<file path="config.mk">
export PLATFORM = sky130hd
export DESIGN_NAME = sim_clock_gen
export DESIGN_NICKNAME = d
export VERILOG_FILES = /design/src/source/host_pkg.sv /design/src/source/sim_clock_gen.sv
export SDC_FILE = /design/constraint.sdc
export NUM_CORES = 1
export LEC_CHECK = 0
export BUFFER_PORTS_ARGS = -buffer_cell sky130_fd_sc_hd__buf_2
export CAP_MARGIN = 10
export CORE_UTILIZATION = 45
export CTS_CLUSTER_SIZE = 40
export DETAILED_ROUTE_END_ITERATION = 16
export GPL_ROUTABILITY_DRIVEN = 0
export GPL_TIMING_DRIVEN = 0
export PLACE_DENSITY = 0.67
export SLEW_MARGIN = 20
export SYNTH_ARGS = -nofsm -noshare
export SYNTH_HDL_FRONTEND = slang
export SYNTH_SLANG_ARGS = --single-unit
export TNS_END_PERCENT = 30
</file>
<file path="constraint.sdc">
create_clock -name ep50trig -period 2.1 [get_ports ep50trig]
set_input_delay 0.21 -clock ep50trig [delete_from_list [all_inputs] [get_ports ep50trig]]
set_output_delay 0.21 -clock ep50trig [all_outputs]
set_load 0.01 [all_outputs]
</file>
<file path="src/source/host_pkg.sv">
`default_nettype none

package host_pkg;

    ////////////////////////////////////////
    // host wires and triggers
    ////////////////////////////////////////

    // one wire-in or pipe word from the host
    typedef logic [15:0] host_word_t;

    // trigger-in vector with one strobe per bit
    typedef logic [15:0] trig_vec_t;

    // trigger bit that loads the timing rate
    localparam int TRIG_RATE = 7;

    // half period of the simulation tick in ep50trig cycles
    typedef logic [17:0] half_cnt_t;

    // rate after power-up until the host writes one
    localparam half_cnt_t DEFAULT_HALF_CNT = 18'd500;

    ////////////////////////////////////////
    // waveform buffer
    ////////////////////////////////////////

    // capacity in 32-bit elements
    localparam int WAVE_DEPTH = 256;

    typedef logic [$clog2(WAVE_DEPTH)-1:0] wave_addr_t;

    // one bit wider than the address so a full buffer can be counted
    typedef logic [$clog2(WAVE_DEPTH):0] wave_cnt_t;

endpackage

`default_nettype wire

</file>
<file path="src/source/sim_clock_gen.sv">
`default_nettype none

module sim_clock_gen
    import host_pkg::*;
(
    input  wire logic       ep50trig,
    input  wire logic       reset_global,
    input  wire trig_vec_t  trig,
    input  wire host_word_t rate_word,
    output logic            sim_tick,
    output logic            spindle_tick
);

    ////////////////////////////////////////
    // rate register
    ////////////////////////////////////////

    half_cnt_t half_cnt;

    // one bit more than the half count to cover the full period
    logic [$bits(half_cnt_t):0] period_cnt;
    logic [$bits(half_cnt_t):0] period_last;
    logic                       rate_load;

    // only the rate bit of the trigger vector matters here
    assign rate_load = trig[TRIG_RATE];

    always_ff @(posedge ep50trig or posedge reset_global)
    begin
        if (reset_global)
            half_cnt <= DEFAULT_HALF_CNT;
        else if (rate_load)
            // zero-extend the 16-bit wire value
            half_cnt <= half_cnt_t'(rate_word);
    end

    ////////////////////////////////////////
    // period counter
    ////////////////////////////////////////

    // last count of the period is 2*half+1
    assign period_last = {half_cnt, 1'b1};

    always_ff @(posedge ep50trig or posedge reset_global)
    begin
        if (reset_global)
            period_cnt <= '0;
        // a new rate restarts the period from zero
        else if (rate_load)
            period_cnt <= '0;
        else if (sim_tick)
            period_cnt <= '0;
        else
            period_cnt <= period_cnt + 1'b1;
    end

    // sim tick at the end of the period
    assign sim_tick = (period_cnt == period_last);

    // capture tick halfway through
    assign spindle_tick = (period_cnt == {1'b0, half_cnt});

    // a count past the period end would lose every later tick
    a_cnt_in_period: assert property (@(posedge ep50trig) disable iff (reset_global)
        period_cnt <= period_last);

endmodule

`default_nettype wire

</file>
==> summary.md <==
| Metric | Value |
|---|---|
| Clock buffer depth | `2` |
| Drt drc | `0` |
| GRT Overall Usage | `18.3%` |
| HP Class | `in2async` |
| Max IR drop VDD | `0.418 mV` |
| MaxCap Viol Count | `0` |
| Overflow after GRT | `0` |
| PD cells | `654 nW/µm²` |
| Final Hold Vio Count | `0` |
| Cell taking the most area after synthesis | `dfrtp_1` |
| Worst-path maximum fanout | `5` |
| Post-layout worst setup margin | `0.100 ns` |
| Hold_ws | `0.0382 ns` |
| CTS root buf | `clkbuf_8` |
| Dpl cell area | `2120 µm²` |
| Clock Sinks | `35` |
| Vias in the first global route | `1,314` |
| Layout Nets | `239` |
| H-tree levels | `2` |
| Layout cells sized above 1 | `32.2%` |
| Die W | `68.1 µm` |
| Mapped Cells | `182` |
| Post-DR wirelength/cell | `13.9 µm` |
| Crit path required time | `1.89 ns` |
| Largest net degree at the start of global routing | `36` |
| F_max | `0.500 GHz` |
| First-pass GRT wire length | `6030 µm` |
| Sequential area share after synthesis | `45.0%` |
| Clk pin slew, worst setup/hold paths | `0.07 ns` |
| Max-slew violation count | `0` |
| Input/output buffers | `19` |
| Final Cell Area | `2220 µm²` |
| EDFF count, synth | `0` |
| Largest cells by area after synthesis | `dfrtp_1, xor2_1, mux2_2, dfstp_2, xnor2_1` |
| Syn Std Cell Area | `1960 µm²` |
| Post-route clock period utilization | `95.2%` |
| Die height | `68.1 µm` |
| Yosys Warn Count | `0` |
| Outcome | `finished clean` |
| Boundary Pins | `36` |
| Worst-Skew Late Latency | `0.29 ns` |
| Post-synthesis area per instance | `10.8 µm²` |
| Pre-CTS setup slack | `0.0440 ns` |
| Core ar. | `4090 µm²` |
| Fin crit period | `2.00 ns` |
| Initial antenna violation count | `0` |
| CTS Hold Buffers Added | `0` |
| Syn_nets | `217` |
| Yosys top cell area share | `37.0%` |
| CTS tree | `yes` |
| Initial Util | `48.0%` |
| Via count | `1,331` |
| Rel. slew slack | `52.1%` |
| Synth Register Bits | `35` |
| Final ANT Viol Nets | `0` |
| Library cells used by synthesis | `24` |
| CP Launch Type | `flop` |
| Area Overhead vs Synth | `12.9%` |
| Asr flop ratio synth | `100%` |
| DRT iter0 DRCs | `74` |
| Dpl hpwl | `2700 µm` |
| Final wirelength | `3560 µm` |
| Crit Path Category | `reg2out` |
| Unrepaired setup endpoints after global routing | `false` |
| Total negative slack | `0 ns` |
| Primary FF master, synth | `dfrtp_1` |
| Final Skew | `0.00571 ns` |
| Leak | `1.01 nW` |
| N_diodes | `0` |
| Setup violators final | `0` |
| Die Footprint | `4630 µm²` |
| Drt first pass iters | `4` |
| Worst Tran Pin Value | `0.718 ns` |
| # rows | `23` |
| Crit end category | `output pin` |
| Crit path DAT | `1.79 ns` |
| CTS Buf Count | `5` |
| Via density | `5.22` |
-- repair_timing --
item                       CTS  global route
resized for setup            2             1
buffers inserted             0             0
setup endpoints to repair    2            12
cloned                       0             0
pin swaps                    1             6
-- cells by family (layout without fill, tap and decap cells) --
kind of cell    Yosys count  in the layout  share of synthesized area, %
simple gates             63             63                          16.8
xor+xnor                 49             49                          21.9
flops                    35             35                          45.0
buf+inv                  17             40                          5.48
mux                      16             16                          9.18
fa+ha+maj                 1              1                         0.637
compound gates            1              1                          1.08
-- metal layers --
layer,routed length [µm],global-route usage [%]
met2,1750,29.0
met4,63,8.85
met3,91,3.67
met5,0,0
met1,1650,23.7
-- sequential cells by signal (all words and copies together), names as in the netlist --
register,flops
period_cnt,19
half_cnt,16
-- worst max-delay path, stage by stage, from the launching register on --
cell	delay [ns]
dfrtp_1	0.45
xor2_1	0.17
nor4_1	0.31
nand4_1	0.24
nor3_2	0.17
buf_2	0.16
-- cell usage after synthesis (all sizes together) (3+ instances only) --
master / instances
clkbuf: 6
xor2: 34
dfrtp: 29
buf: 8
dfstp: 6
nand4: 5
nand2: 4
mux2: 16
nor4: 10
nand3: 11
nor3: 4
and3: 3
inv: 3
nor2: 24
xnor2: 15
-- stage by stage --
stage                     power (mW)  std cells  util [%]
after floorplan                0.882        182         -
after global placement         0.925        251      51.9
after detailed placement       0.930        251      51.9
after CTS                       1.47        259      54.6
after global routing            1.51        255      54.2
final                           1.45        255      54.2
-- layout by cell type, fill, tap and decap left out, types with 6 or more instances in the layout --
cell type,n
xor2_1,34
dfrtp_1,28
nor2_1,24
buf_2,21
mux2_2,16
xnor2_1,15
nand3_1,11
nor4_1,9
clkbuf_8,7
dfstp_2,6
-- power breakdown --
part | internal, mW | switching (mW)
Sequential | 0.719 | 0.0447
Clock | 0.299 | 0.234
Combinational | 0.0819 | 0.0698
Total | 1.10 | 0.349
-- layout make-up --
type,instances,area (µm²)
inverters,3,11.3
well taps,50,62.6
clock buffers,8,100
repair buffers,19,95.1
multi-input cells,130,983
flip-flops and latches,35,885
plain buffers,10,78.8
fillers,371,1870
-- worst paths after layout --
check                                from             end  slack (ns)  cells past startpoint
setup / recovery           period_cnt[14]        sim_tick        0.10                      5
hold / removal               reset_global    half_cnt[15]        0.04                      2
setup reg to reg           period_cnt[14]  period_cnt[10]        0.13                      6
hold reg to reg               half_cnt[0]     half_cnt[0]        0.57                      1
max in group asynchronous    reset_global   period_cnt[2]        1.56                      2
min in group ep50trig       rate_word[10]    half_cnt[10]        0.15                      2
Power figures use the tool's default switching activity.
