<file path="config.mk">
export PLATFORM = sky130hd
export DESIGN_NAME = spi_frame_tx
export DESIGN_NICKNAME = d
export VERILOG_FILES = /design/src/source/spi_pkg.sv /design/src/source/spi_frame_tx.sv
export SDC_FILE = /design/constraint.sdc
export NUM_CORES = 1
export LEC_CHECK = 0
export ABC_CLOCK_PERIOD_IN_PS = 2400
export BUFFER_PORTS_ARGS = -buffer_cell sky130_fd_sc_hd__clkbuf_2
export CAP_MARGIN = 0
export CORE_ASPECT_RATIO = 1.1
export CORE_MARGIN = 2
export CORE_UTILIZATION = 38
export CTS_CLUSTER_DIAMETER = 80
export CTS_CLUSTER_SIZE = 25
export DETAILED_ROUTE_END_ITERATION = 6
export GPL_TIMING_DRIVEN = 0
export HOLD_SLACK_MARGIN = 0.15
export SYNTH_ARGS = -nofsm -noshare
export SYNTH_HDL_FRONTEND = slang
export SYNTH_SLANG_ARGS = --single-unit
</file>
<file path="constraint.sdc">
create_clock -name ep50trig -period 2.4 [get_ports ep50trig]
set_clock_uncertainty 0.1 [all_clocks]
set_input_delay 0.12 -clock ep50trig [delete_from_list [all_inputs] [get_ports ep50trig]]
set_output_delay 0.12 -clock ep50trig [all_outputs]
set_load 0.005 [all_outputs]
</file>
<file path="src/source/spi_pkg.sv">
`default_nettype none

package spi_pkg;

    ////////////////////////////////////////
    // frame and bit timing
    ////////////////////////////////////////

    // one IEEE single per frame
    typedef logic [31:0] frame_t;

    localparam int FRAME_BITS = 32;

    // ep50trig cycles per sck half period
    localparam int SPI_CLK_DIV = 13;

    typedef logic [4:0] div_cnt_t;

    // wide enough to hold FRAME_BITS itself
    typedef logic [5:0] bit_cnt_t;

endpackage

`default_nettype wire

</file>
<file path="src/source/spi_frame_tx.sv">
`default_nettype none

module spi_frame_tx
    import spi_pkg::*;
(
    input  wire logic   ep50trig,
    input  wire logic   reset_global,
    input  wire logic   sim_tick,
    input  wire frame_t muscle_len,
    output logic        sck,
    output logic        mosi,
    output logic        ssel
);

    typedef enum logic [1:0] {
        TX_IDLE,
        TX_SHIFT,
        TX_GAP
    } tx_state_t;

    tx_state_t state;
    frame_t    shift_reg;
    div_cnt_t  div_cnt;
    bit_cnt_t  bit_cnt;
    logic      div_done;

    // end of one sck half period
    assign div_done = (div_cnt == div_cnt_t'(SPI_CLK_DIV - 1));

    ////////////////////////////////////////
    // frame FSM
    ////////////////////////////////////////

    always_ff @(posedge ep50trig or posedge reset_global)
    begin
        if (reset_global)
        begin
            state   <= TX_IDLE;
            sck     <= 1'b0;
            mosi    <= 1'b0;
            ssel    <= 1'b1;
            div_cnt <= '0;
            bit_cnt <= '0;
        end
        else
        begin
            case (state)
                TX_IDLE:
                begin
                    // ticks only start a frame from idle
                    if (sim_tick)
                    begin
                        state   <= TX_SHIFT;
                        ssel    <= 1'b0;
                        mosi    <= muscle_len[FRAME_BITS-1];
                        div_cnt <= '0;
                        bit_cnt <= '0;
                    end
                end
                TX_SHIFT:
                begin
                    if (div_done)
                    begin
                        div_cnt <= '0;
                        sck     <= !sck;
                        // falling edge moves to the next bit
                        if (sck)
                        begin
                            if (bit_cnt == bit_cnt_t'(FRAME_BITS - 1))
                            begin
                                state <= TX_GAP;
                                mosi  <= 1'b0;
                            end
                            else
                            begin
                                bit_cnt <= bit_cnt + 1'b1;
                                mosi    <= shift_reg[FRAME_BITS-2];
                            end
                        end
                    end
                    else
                        div_cnt <= div_cnt + 1'b1;
                end
                TX_GAP:
                begin
                    // one half period before ssel releases
                    if (div_done)
                    begin
                        state   <= TX_IDLE;
                        ssel    <= 1'b1;
                        div_cnt <= '0;
                    end
                    else
                        div_cnt <= div_cnt + 1'b1;
                end
                default:
                    state <= TX_IDLE;
            endcase
        end
    end

    // frame data leaves msb first
    always_ff @(posedge ep50trig)
    begin
        if (state == TX_IDLE && sim_tick)
            shift_reg <= muscle_len;
        else if (state == TX_SHIFT && div_done && sck)
            shift_reg <= {shift_reg[FRAME_BITS-2:0], 1'b0};
    end

    // the peer would see stray edges outside a frame
    a_sck_quiet: assert property (@(posedge ep50trig) disable iff (reset_global)
        ssel |-> $stable(sck));

endmodule

`default_nettype wire

</file>
==> results.toml <==
[status]
outcome = "completed"

[place]
gp_congestion = 0.812
hpwlAfterDp_um = 2970
place_ws_ns = -0.360
io_buffers = 36
place_inst = 294

[logic_synthesis]
synthCells = 178
async_flop_share = 0.340
ys.warnings.count = 0
netlist_area_um2 = 2350
yosysMostFrequentCell = "mux2_2"
synth-edff-count = 31
ys.flop_type = "edfxtp_1"
avgSynthCellArea_um2 = 13.2
yosysUniqueCellTypes = 36
yosys-top-cells-area = "edfxtp_1 40%, dfrtp_1 16%, mux2_2 15%"
ys_ff_latch = 47
synth_fp_nets = 219
ys_seq_area_frac = 0.567
synth_common_cells = "32 x mux2_2, 31 x edfxtp_1, 15 x dfrtp_1"
yosysTopAreaCell = "edfxtp_1"
synth_top_area_frac = 0.396

[die]
fp.dieH_um = 86.5
die_x_um = 79.0
initial_core_util = 0.386
ioPinCount = 38
die-area_um2 = 6830
rows = 30
core_area_um2 = 6080

[routing]
drt_iter0_drc = 99
antenna_left = 0
drc = 0
first_pass_iters = 4
detail_route.wl_per_cell_um = 13.8
viasPerCell = 5.00
routed_wl_um = 4620
vias = 1680

[sta]
post-route-period-util = 0.892
setup_viol = 0
relSlewSlack = 0.573
hold_viol = 0
max_freq_mhz = 467
fin_crit_ns = 2.14
worst_pin_slew_ns = 0.640
drv_slew = 0
rsz0062_at_grt = "no"
fin_ws_ns = 0.259

[layout]
fillers = 579
area_growth_pct = 30.6
regArea_um2 = 1330
drive_above_1_share = 0.340
fin_nets = 296
largest_register_ffs = 31
diodes = 0
utilization = 0.504
layout.cells.non_filler = 336
multi_input_area_um2 = 955

[global_route]
grt_overflow = 0
grt_pass1_vias = 1690
grt_usage = 0.151
grt_antenna_before_repair = 0
grt_pass1_wl_um = 7910
grt_max_degree = 32

[cts]
cts_root_buf = "clkbuf_8"
insertion_delay_ns = 0.30
cts_tree = "built"
cts_inserted_buffers = 5
clock-sinks = 47
cts.clk_slew.worst_paths_ns = 0.09
cts.path.max_buffers = 2
cts_max_level = 2

[critical_path]
cp.required_ns = 2.26
slowest_delay_ns = 0.43
critPathMaxFanout = 31
cp.depth = 5
cp_num_buf_inv = 1
ff2ff_path_depth = 5
cp_slowest_cell = "dfrtp_1"
worstSetupStartpointType = "flop"
reg2reg_slack_ns = 0.26
arrival_ns = 2.00
path_cells = "inv_1 > ha_1 > and4b_2 > nand3_1 > nand2_4"
path_delay_family = "simple AND/OR/NAND/NOR gates"
worstSetupPathType = "reg2reg"
crit_path_end_kind = "flop"

[power]
peakVddDrop_uv = 386
powerDensity_nw_per_um2 = 844
leakagePower_nw = 1.25

[min_path]
hp-class = "in2async"

[run]
drv_cap = 0
## area by class of cell
cell class	instances	share of cell area
buffer	7	0.0102
clock buffer	6	0.0237
clock inverter	2	0.00571
inverter	10	0.0122
multi-input combinational	114	0.311
sequential	47	0.435
tap	80	0.0326
timing repair buffer	70	0.170
## per-layer routing
layer / up-vias / wire length, um / share of wire / global-route usage
li1: 825 / - / - / -
met1: 817 / 2090 / 0.45 / 0.198
met2: 34 / 2280 / 0.49 / 0.242
met3: 4 / 195 / 0.042 / 0.0344
met4: 0 / 61 / 0.013 / 0.0611
met5: - / 0 / 0 / 0
## placed cells by master, fill, tap and decap left out, types with 3 or more instances in the layout
master	instances
ha_1	6
clkbuf_2	36
buf_2	4
clkbuf_1	4
nor2_1	4
mux2_2	32
a21oi_1	9
nand2_1	13
o221ai_1	3
dlygate4sd3_1	34
dfrtp_1	15
inv_1	10
nand2b_1	3
mux2i_1	5
nand3_1	5
edfxtp_1	31
a41oi_1	3
o21ai_0	8
clkbuf_8	5
## where the power goes
part	internal (mW)	switching [mW]	total [mW]
Clock	0.209	0.275	0.485
Sequential	1.13	0.0945	1.22
Combinational	0.422	0.462	0.884
Total	1.76	0.832	2.59
## worst min-delay path: stages
cell and delay [ns]:
dlygate4sd3_1 0.53, clkbuf_2 0.10, inv_1 0.47
## cell families (layout without fill, tap and decap cells)
| family | count (synthesis) | after routing | synth area share |
|---|---|---|---|
| flip-flops | 47 | 47 | 0.567 |
| multiplexers | 37 | 37 | 0.175 |
| AND/OR/NAND/NOR | 36 | 36 | 0.0906 |
| AO/OA/AOI/OAI | 34 | 34 | 0.102 |
| buffers and inverters | 17 | 95 | 0.0293 |
| adder cells (fa/ha/maj) | 6 | 6 | 0.0320 |
| XOR/XNOR | 1 | 1 | 0.00373 |
## metrics by stage
step | setup TNS [ns] | hold WS [ns] | cell area (um^2) | total power [mW]
floorplan | 0 | -0.0670 | 2350 | 1.87
global placement | -10.03 | 0.134 | 2630 | 2.07
detailed placement | -11.15 | 0.134 | 2630 | 2.09
CTS | 0 | 0.350 | 3060 | 2.62
global route | 0 | 0.398 | 3070 | 2.79
finish | 0 | 0.325 | 3070 | 2.59
## timing repair
action	CTS	global route
setup buffers	0	0
hold endpoints to repair	52	0
hold buffers	34	0
resized for setup	1	1
endpoints found under the setup margin	31	31
## final timing paths
| check | from | to |
|---|---|---|
| min | reset_global | bit_cnt[5] |
| max in group asynchronous | reset_global | bit_cnt[3] |
| min reg2reg | bit_cnt[5] | bit_cnt[5] |
| min in group ep50trig | bit_cnt[5] | bit_cnt[5] |
| max reg2reg | div_cnt[0] | shift_reg[24] |
| max | div_cnt[0] | shift_reg[24] |
(Power assumes the default switching activity.)
