<file path="src/source/spi_pkg.sv">
`default_nettype none

package spi_pkg;

    ////////////////////////////////////////
    // frame and bit timing
    ////////////////////////////////////////

    // one IEEE single per frame
    typedef logic [31:0] frame_t;

    localparam int FRAME_BITS = 32;

    // ep50trig cycles per sck half period
    localparam int SPI_CLK_DIV = 13;

    typedef logic [4:0] div_cnt_t;

    // wide enough to hold FRAME_BITS itself
    typedef logic [5:0] bit_cnt_t;

endpackage

`default_nettype wire

</file>
<file path="src/source/rate_receiver.sv">
`default_nettype none

module rate_receiver
    import spi_pkg::*;
(
    input  wire logic ep50trig,
    input  wire logic reset_global,
    input  wire logic reset_sim,
    input  wire logic sck,
    input  wire logic mosi,
    input  wire logic ssel,
    input  wire logic spindle_tick,
    input  wire logic sim_tick,
    output frame_t    rawfr_ia
);

    // two-flop synchronizers
    logic [1:0] sck_sync;
    logic [1:0] ssel_sync;
    logic [1:0] mosi_sync;
    logic       sck_prev;
    logic       sck_rise;
    logic       frame_active;

    frame_t     shift_reg;
    frame_t     shift_next;
    bit_cnt_t   bit_cnt;
    logic       last_bit;
    frame_t     rx_word;
    frame_t     rx_safe;

    ////////////////////////////////////////
    // pin synchronizers
    ////////////////////////////////////////

    always_ff @(posedge ep50trig or posedge reset_global)
    begin
        if (reset_global)
        begin
            sck_sync  <= 2'b00;
            sck_prev  <= 1'b0;
            // ssel idles high
            ssel_sync <= 2'b11;
        end
        else
        begin
            sck_sync  <= {sck_sync[0], sck};
            sck_prev  <= sck_sync[1];
            ssel_sync <= {ssel_sync[0], ssel};
        end
    end

    always_ff @(posedge ep50trig)
        mosi_sync <= {mosi_sync[0], mosi};

    assign sck_rise     = sck_sync[1] && !sck_prev;
    assign frame_active = !ssel_sync[1];

    ////////////////////////////////////////
    // bit shifter
    ////////////////////////////////////////

    assign shift_next = {shift_reg[FRAME_BITS-2:0], mosi_sync[1]};
    assign last_bit   = (bit_cnt == bit_cnt_t'(FRAME_BITS - 1));

    always_ff @(posedge ep50trig)
    begin
        if (frame_active && sck_rise)
            shift_reg <= shift_next;
    end

    always_ff @(posedge ep50trig or posedge reset_global)
    begin
        if (reset_global)
        begin
            bit_cnt <= '0;
            rx_word <= '0;
        end
        // ssel high drops a partial frame
        else if (!frame_active)
            bit_cnt <= '0;
        else if (sck_rise)
        begin
            if (last_bit)
            begin
                bit_cnt <= '0;
                rx_word <= shift_next;
            end
            else
                bit_cnt <= bit_cnt + 1'b1;
        end
    end

    ////////////////////////////////////////
    // two-stage hold
    ////////////////////////////////////////

    always_ff @(posedge ep50trig or posedge reset_global)
    begin
        if (reset_global)
        begin
            rx_safe  <= '0;
            rawfr_ia <= '0;
        end
        else if (reset_sim)
        begin
            rx_safe  <= '0;
            rawfr_ia <= '0;
        end
        else
        begin
            // mid-period grab of the last whole word
            if (spindle_tick)
                rx_safe <= rx_word;
            // published at the period boundary
            if (sim_tick)
                rawfr_ia <= rx_safe;
        end
    end

    // a runaway count would mean a lost frame boundary
    a_bit_cnt_bound: assert property (@(posedge ep50trig) disable iff (reset_global)
        bit_cnt <= bit_cnt_t'(FRAME_BITS));

endmodule

`default_nettype wire

</file>
<file path="config.mk">
export PLATFORM = sky130hd
export DESIGN_NAME = rate_receiver
export DESIGN_NICKNAME = d
export VERILOG_FILES = /design/src/source/spi_pkg.sv /design/src/source/rate_receiver.sv
export SDC_FILE = /design/constraint.sdc
export NUM_CORES = 1
export LEC_CHECK = 0
export ABC_AREA = 1
export BUFFER_PORTS_ARGS = -buffer_cell sky130_fd_sc_hd__buf_2
export CORE_UTILIZATION = 50
export DETAILED_ROUTE_END_ITERATION = 8
export HOLD_SLACK_MARGIN = 0.03
export MAX_ROUTING_LAYER = met4
export PLACE_DENSITY = 0.74
export SYNTH_ARGS = -nofsm -noshare
export SYNTH_HDL_FRONTEND = slang
export SYNTH_SLANG_ARGS = --single-unit
</file>
<file path="constraint.sdc">
create_clock -name ep50trig -period 5.7 [get_ports ep50trig]
set_clock_uncertainty 0.1 [all_clocks]
set_input_delay 0.57 -clock ep50trig [delete_from_list [all_inputs] [get_ports ep50trig]]
set_output_delay 0.57 -clock ep50trig [all_outputs]
set_load 0.02 [all_outputs]
</file>
==> key figures, run 1 <==
STA
  – Worst slew pin tran: roughly 1.2 ns
  – Fmax: 0.4023 GHz
  – PnR worst setup slack: 3.214 ns
  – Period utilization: 0.4361
  – Worst slew margin: 0.1915
  – Hold Fails Final Rpt: 0
  – Setup_tns: 0 ns
  – Final setup violation count: 0
  – RSZ-0062 raised after global routing: false
  – Period minus WS final: 2.486 ns
  – Pins Over Slew Limit: 0
  – Final Hold Slack: 0.05741 ns

Critical path
  – Reg2reg start: sck_prev
  – CP max stage cell: nand2_1
  – Worst R2R Setup Slack: 3.33 ns
  – Reg2Reg Depth: 6
  – CP delay by family, top: simple AND/OR/NAND/NOR gates
  – CP Data Required Time: around 6 ns
  – Crit path cell chain: buf_2 -> inv_1 -> nand2_1 -> o22ai_1
  – Reg2reg end: rx_word[26]
  – Crit path kind: in2reg
  – Arr. time, crit path: 2.79 ns
  – Crit-path max FO: 33
  – Crit end category: register
  – Worst path buffer plus inverter count: 2
  – Critical Path Source Type: input port
  – Slowest stage delay, CP: approximately 0.9 ns

Synth
  – Mapped Area: 5181 um^2
  – Ys flop type: dfrtp_1
  – Cell taking the most area after synthesis: dfrtp_1
  – Mapped Nets: between 400 and 500
  – Top post-synthesis cells by area: dfrtp_1 51%, edfxtp_1 18%, nand3_1 6.5%, nand2_1 5.9%, inv_1 5.2%
  – Cells after synthesis: 467
  – Syn_area_per_cell: between 10 and 15 um^2
  – Total of warnings raised by yosys: 0
  – Post-synth top area share: 0.5071
  – Post-synthesis cell type count: 25
  – Async S/R FF share, synth: 0.7643
  – #FFs+latches synth: 140
  – EDFF count, synth: 31
  – Sequential area share after synthesis: 0.7047

Route
  – Total number of vias: between 3000 and 4000
  – Vias per cell: 5.385
  – Final WL: 9784 um
  – Iter 0 DRT Violations: 284
  – Drt pass-1 iters: 4
  – Routed Antenna Nets: 0
  – DRC: 0
  – WL/cell: 15.12 um

Floorplanning
  – Die area: 10770 um^2
  – Ports: 40
  – Placement row count: 36
  – Die Y: ~100 um
  – Core area: 9910 um^2
  – Chip width: around 100 um
  – Initial Util: 0.5229

GRT
  – Vias in the first global route: 3462
  – Initial antenna violation count: 0
  – Grt total ovfl: 0
  – Largest net degree at the start of global routing: 67
  – GRT Util Overall: 0.2068
  – First-pass GRT wire length: 16900 um

Final layout
  – Most common cell after layout, fill and taps aside: dfrtp_1
  – Commonest non-fill, non-tap cells in the layout: 105 x dfrtp_1, 82 x nand2_1, 71 x inv_1
  – N_diodes: 0
  – Largest regs: rawfr_ia: 32 flops, rx_safe: 32 flops, rx_word: 32 flops
  – Fill count: 756
  – Layout cells sized above 1: 0.1537
  – Sequential Area: 3651 um^2
  – Nets@finish: 510
  – Area Overhead vs Synth: 16.40%
  – Area of the multi-input gates: ~1100 um^2

Clock network
  – CTS Sinks: 140
  – Cts bufs inserted: 17
  – Clk root buf: clkbuf_8
  – Clock Latency Late Sink: approximately 0.51 ns
  – CTS Hold Buffers Added: 1
  – CTS tree: done
  – Post-CTS setup buffer count: 0
  – # resized after CTS: 0
  – H-tree depth: 4
  – Clock buffer depth: 2
  – Reg clk slew, reported paths: 0.06 ns

Placed design
  – Worst slack, placed: 2.730 ns
  – Final HPWL DP: 5202 um
  – Port Buf Inserts: 39
  – Gpl congestion: roughly 0.72

Status
  – Status: complete, no violations

Power and ir drop
  – Peak VDD IR: 0.0001454 V
  – Power Density: 362.8 nW/um^2
  – Leakage power total: 0.002784 uW

Min path
  – Worst hold path cell count: 1
  – Min-Delay Startpoint: ssel
  – WHS Endpoint: ssel_sync[0]
  – HP Class: in2reg

Job
  – MaxCap Viol Count: 0
==> how the worst max path moves through the flow <==
stage / start / slack, ns / cells past startpoint / end
3_5_place_dp: reset_sim / 2.73 / 4 / rawfr_ia[20]
3_3_place_gp: reset_sim / 2.87 / 4 / rawfr_ia[31]
2_1_floorplan: reset_global / 2.22 / 1 / bit_cnt[0]
4_1_cts: reset_sim / 3.25 / 4 / rawfr_ia[3]
6_report: reset_sim / 3.21 / 4 / rawfr_ia[3]
5_1_grt: reset_sim / 2.96 / 4 / rawfr_ia[5]
==> worst reg2reg max path: stages (launching register included) <==
cell,delay (ns)
dfrtp_1,0.36
inv_1,0.07
nand3_1,0.14
inv_2,0.90
nand2_4,0.43
nand2_1,0.18
nand2_1,0.07
==> final cells by class <==
class | instances | area share
sequential | 140 | 0.6054
multi-input combinational | 228 | 0.1846
clock buffer | 21 | 0.08174
inverter | 73 | 0.04585
timing repair buffer | 41 | 0.03527
tap | 133 | 0.02759
clock inverter | 11 | 0.01950
==> power breakdown <==
group,switching [uW],total [uW],internal (uW)
registers,4.70,1040,1030
clock network,435,1100,668
logic,40.8,46.6,5.86
==> synthesized netlist by cell type, types with 8 or more instances <==
master    count
buf_2         9
clkbuf_1      8
dfrtp_1     105
edfxtp_1     31
inv_1        72
nand2_1      82
nand3_1      67
o21ai_0      32
o22ai_1      33
==> cells by family (layout without fill, tap and decap cells) <==
group,count (synthesis),count (layout),share of synthesized area
XOR/XNOR,2,2,0.003381
flip-flops,140,140,0.7047
AND/OR/NAND/NOR,157,157,0.1350
AO/OA/AOI/OAI,68,68,0.07414
buffers and inverters,99,146,0.08041
adder cells (fa/ha/maj),1,1,0.002414
==> layer usage <==
| metal | global-route usage | up-vias | wire length, um |
|---|---|---|---|
| met5 | - | - | 0 |
| met4 | 0.06020 | 0 | 89 |
| met3 | 0.05349 | 9 | 439 |
| met2 | 0.3202 | 106 | 4758 |
| met1 | 0.2722 | 1768 | 4497 |
| li1 | - | 1601 | - |
==> metrics by stage <==
stage                     cell area, um^2  utilization  total power [uW]  std cells
after floorplan                      5181            -              1091        467
after global placement               5410       0.5460              1102        614
after detailed placement             5410       0.5460              1103        614
after CTS                            6031       0.6086              2205        647
after global routing                 6031       0.6086              2258        647
final                                6031       0.6086              2188        647
Note: power is estimated with default switching activity, not from simulation.
==> inputs of run 2 (changes only) <==
--- a/config.mk
+++ b/config.mk
@@ -5,13 +5,13 @@
 export SDC_FILE = /design/constraint.sdc
 export NUM_CORES = 1
 export LEC_CHECK = 0
-export ABC_AREA = 1
+export ABC_AREA = 0
 export BUFFER_PORTS_ARGS = -buffer_cell sky130_fd_sc_hd__buf_2
 export CORE_UTILIZATION = 50
 export DETAILED_ROUTE_END_ITERATION = 8
 export HOLD_SLACK_MARGIN = 0.03
 export MAX_ROUTING_LAYER = met4
-export PLACE_DENSITY = 0.74
+export PLACE_DENSITY = 0.77
 export SYNTH_ARGS = -nofsm -noshare
 export SYNTH_HDL_FRONTEND = slang
 export SYNTH_SLANG_ARGS = --single-unit
==> constraint.sdc (replaced) <==
create_clock -name ep50trig -period 2.1 [get_ports ep50trig]
set_clock_uncertainty 0.1 [all_clocks]
set_input_delay 0.21 -clock ep50trig [delete_from_list [all_inputs] [get_ports ep50trig]]
set_output_delay 0.21 -clock ep50trig [all_outputs]
set_load 0.02 [all_outputs]
==> key figures, run 2 <==
Synth
  – Total of warnings raised by yosys: 0 (unchanged)
  – Ys flop type: dfrtp_1
  – Cell taking the most area after synthesis: dfrtp_1
  – EDFF count, synth: 31 (unchanged)
  – Post-synthesis cell type count: 28 (+12%)
  – Mapped Area: 5182 um^2 (about the same)
  – Mapped Nets: 357 (-25%)
  – Post-synth top area share: 0.5070 (about the same)
  – Commonest cells post-synth: 105 x dfrtp_1, 67 x nor2_1, 65 x mux2i_1
  – Cells after synthesis: 348 (-25%)
  – Most repeated cell in the gate-level netlist after synthesis: dfrtp_1
  – Syn_area_per_cell: 14.89 um^2 (+34%)
  – #FFs+latches synth: 140 (unchanged)
  – Sequential area share after synthesis: 0.7045 (about the same)
  – Top post-synthesis cells by area: dfrtp_1 51%, edfxtp_1 18%, mux2i_1 13%, mux2_2 6.5%, nor2_1 4.9%
  – Async S/R FF share, synth: 0.7643 (unchanged)

Clock network
  – Clock Latency Late Sink: 0.51 ns (about the same)
  – CTS Sinks: 140 (unchanged)
  – Cts bufs inserted: 17 (unchanged)
  – Reg clk slew, reported paths: 0.06 ns (about the same)
  – CTS tree: done
  – Post-CTS setup buffer count: 0 (unchanged)
  – H-tree depth: 4 (unchanged)
  – Clk root buf: clkbuf_8
  – Clock buffer depth: 2 (unchanged)

GRT
  – First-pass GRT wire length: 15550 um (-8.0%)
  – GRT Util Overall: 0.1936 (-0.01320)
  – Initial antenna violation count: 0 (unchanged)
  – Vias in the first global route: 3115 (-10%)
  – Largest net degree at the start of global routing: 108 (+61%)
  – Grt total ovfl: 0 (unchanged)

Critical path
  – Crit path cell chain: ha_1 -> nand2b_1 -> nor4_4 -> buf_4 -> mux2_2
  – Worst R2R Setup Slack: 0.14 ns (-3.19 ns)
  – Critical Path Source Type: register
  – Crit path kind: reg2reg
  – CP Data Required Time: 2.39 ns (-3.61 ns)
  – Crit end category: register
  – Slowest stage delay, CP: 0.42 ns (-0.50 ns)
  – CP max stage cell: dfrtp_1
  – Arr. time, crit path: 2.25 ns (-0.54 ns)
  – Crit-path max FO: 9 (-73%)

Power and ir drop
  – Logic pwr share: 0.028 (+0.007)
  – Sw Ratio: 0.1994 (-0.02018)
  – Power Density: 959.7 nW/um^2 (+160%)
  – Leakage power total: 0.003055 uW (+9.7%)
  – Sw power: 1192 uW (+150%)
  – Peak VDD IR: 0.0004955 V (+240%)
  – Int Pwr: 4787 uW (+180%)
  – Clk pwr share: 0.500 (-0.004)
  – Share of total power in sequential cells: 0.472 (-0.003)

Final layout
  – Most common cell after layout, fill and taps aside: dfrtp_1
  – N_diodes: 0 (unchanged)
  – Layout cells sized above 1: 0.2736 (+0.1199)
  – Commonest non-fill, non-tap cells in the layout: 105 x dfrtp_1, 66 x nor2_1, 65 x mux2i_1
  – Area Overhead vs Synth: 20.23%
  – Largest regs: rawfr_ia: 32 flops, rx_safe: 32 flops, rx_word: 32 flops
  – Nets@finish: 409 (-20%)

Floorplanning
  – Die area: 10780 um^2 (about the same)
  – Initial Util: 0.5230 (about the same)
  – Core area: 9910 um^2 (unchanged)
  – Ports: 40 (unchanged)
  – Die Y: 103.8 um (about the same)
  – Placement row count: 36 (unchanged)
  – Chip width: 103.8 um (about the same)

STA
  – Setup_tns: 0 ns (unchanged)
  – Fmax: roughly 0.51 GHz
  – Period utilization: 0.9335
  – Worst slew margin: 0.6341 (+0.4427)
  – Hold Fails Final Rpt: 0 (unchanged)
  – Final setup violation count: 0 (unchanged)
  – Pins Over Slew Limit: 0 (unchanged)
  – Period minus WS final: 1.960 ns
  – PnR worst setup slack: 0.1397 ns (-3.075 ns)
  – Worst slew pin tran: 0.5488 ns (-0.6622 ns)
  – RSZ-0062 raised after global routing: false

Min path
  – HP Class: in2reg

Placed design
  – Final HPWL DP: 4974 um (-4.4%)
  – Port Buf Inserts: 39 (unchanged)
  – Gpl congestion: 0.7239 (about the same)
  – Worst slack, placed: 0.1696 ns (-2.561 ns)

Route
  – Iter 0 DRT Violations: 162 (-43%)
  – DRC: 0 (unchanged)
  – Total number of vias: 2824 (-19%)
  – Vias per cell: 5.172 (-3.9%)
  – Final WL: 8996 um (-8.1%)
  – Routed Antenna Nets: 0 (unchanged)
  – Drt pass-1 iters: 4 (unchanged)
  – WL/cell: 16.48 um (+9.0%)

Status
  – Status: complete, no violations

Job
  – MaxCap Viol Count: 0 (unchanged)
-- run 2: cell type report --
| cell class | instances | area [um^2] |
|---|---|---|
| fill | 732 | 3679 |
| sequential | 140 | 3651 |
| multi-input combinational | 188 | 1429 |
| clock buffer | 21 | 469.2 |
| timing repair buffer | 52 | 367.9 |
| tap | 133 | 166.4 |
| clock inverter | 11 | 140.1 |
| inverter | 1 | 7.507 |
-- run 2: kinds of logic (layout without fill, tap and decap cells) --
kind of cell / count (synthesis) / count (layout) / synth area share
flops: 140 / 140 / 0.7045
buf+inv: 20 / 85 / 0.02028
xor+xnor: 1 / 1 / 0.001690
simple gates: 81 / 81 / 0.06760
compound gates: 8 / 8 / 0.008450
mux: 97 / 97 / 0.1951
fa+ha+maj: 1 / 1 / 0.002414
-- run 2: final timing paths --
check	from	endpoint	cells past startpoint
worst min register to register	mosi_sync[0]	mosi_sync[1]	0
worst max register to register	bit_cnt[0]	rx_word[2]	5
max in group asynchronous	reset_global	ssel_sync[1]	4
worst min-delay path	spindle_tick	rx_safe[3]	3
worst max-delay path	bit_cnt[0]	rx_word[2]	5
min in group asynchronous	reset_global	rx_safe[16]	4
-- run 2: critical path: cells and delay by family (launching register included) --
kind | cells | cell delay, ns
buf+inv | 1 | 0.25
simple gates | 2 | 0.47
mux | 1 | 0.37
fa+ha+maj | 1 | 0.24
flops | 1 | 0.42
-- run 2: routing by layer --
layer,global-route usage,vias to the layer above,part of all wire
met5,-,-,0
met4,0.07041,0,0.013
met3,0.05916,10,0.030
met2,0.3057,51,0.50
met1,0.2365,1456,0.46
li1,-,1307,-
-- run 2: power by group through the flow --
stage	registers, uW	clock network (uW)	logic [uW]
after CTS	2820	3040	172
after detailed placement	2870	0	165
after floorplan	2860	0	115
final	2820	2990	167
after global routing	2820	3150	184
after global placement	2870	0	162
-- run 2: through the flow --
| stage | hold slack, ns | utilization | std cells | cell area, um^2 | power, uW |
|---|---|---|---|---|---|
| after global placement | 0.2136 | 0.5622 | 509 | 5572 | 3032 |
| after floorplan | 0.1145 | - | 348 | 5189 | 2979 |
| after detailed placement | 0.2138 | 0.5622 | 509 | 5572 | 3036 |
| final | 0.1280 | 0.6288 | 546 | 6231 | 5980 |
| after CTS | 0.1076 | 0.6288 | 546 | 6231 | 6035 |
| after global routing | 0.1186 | 0.6288 | 546 | 6231 | 6161 |
-- run 2: what timing repair did --
item	4_1_cts	5_1_grt
gates resized for setup	0	0
hold buffers	5	0
endpoints found under the hold margin	120	0
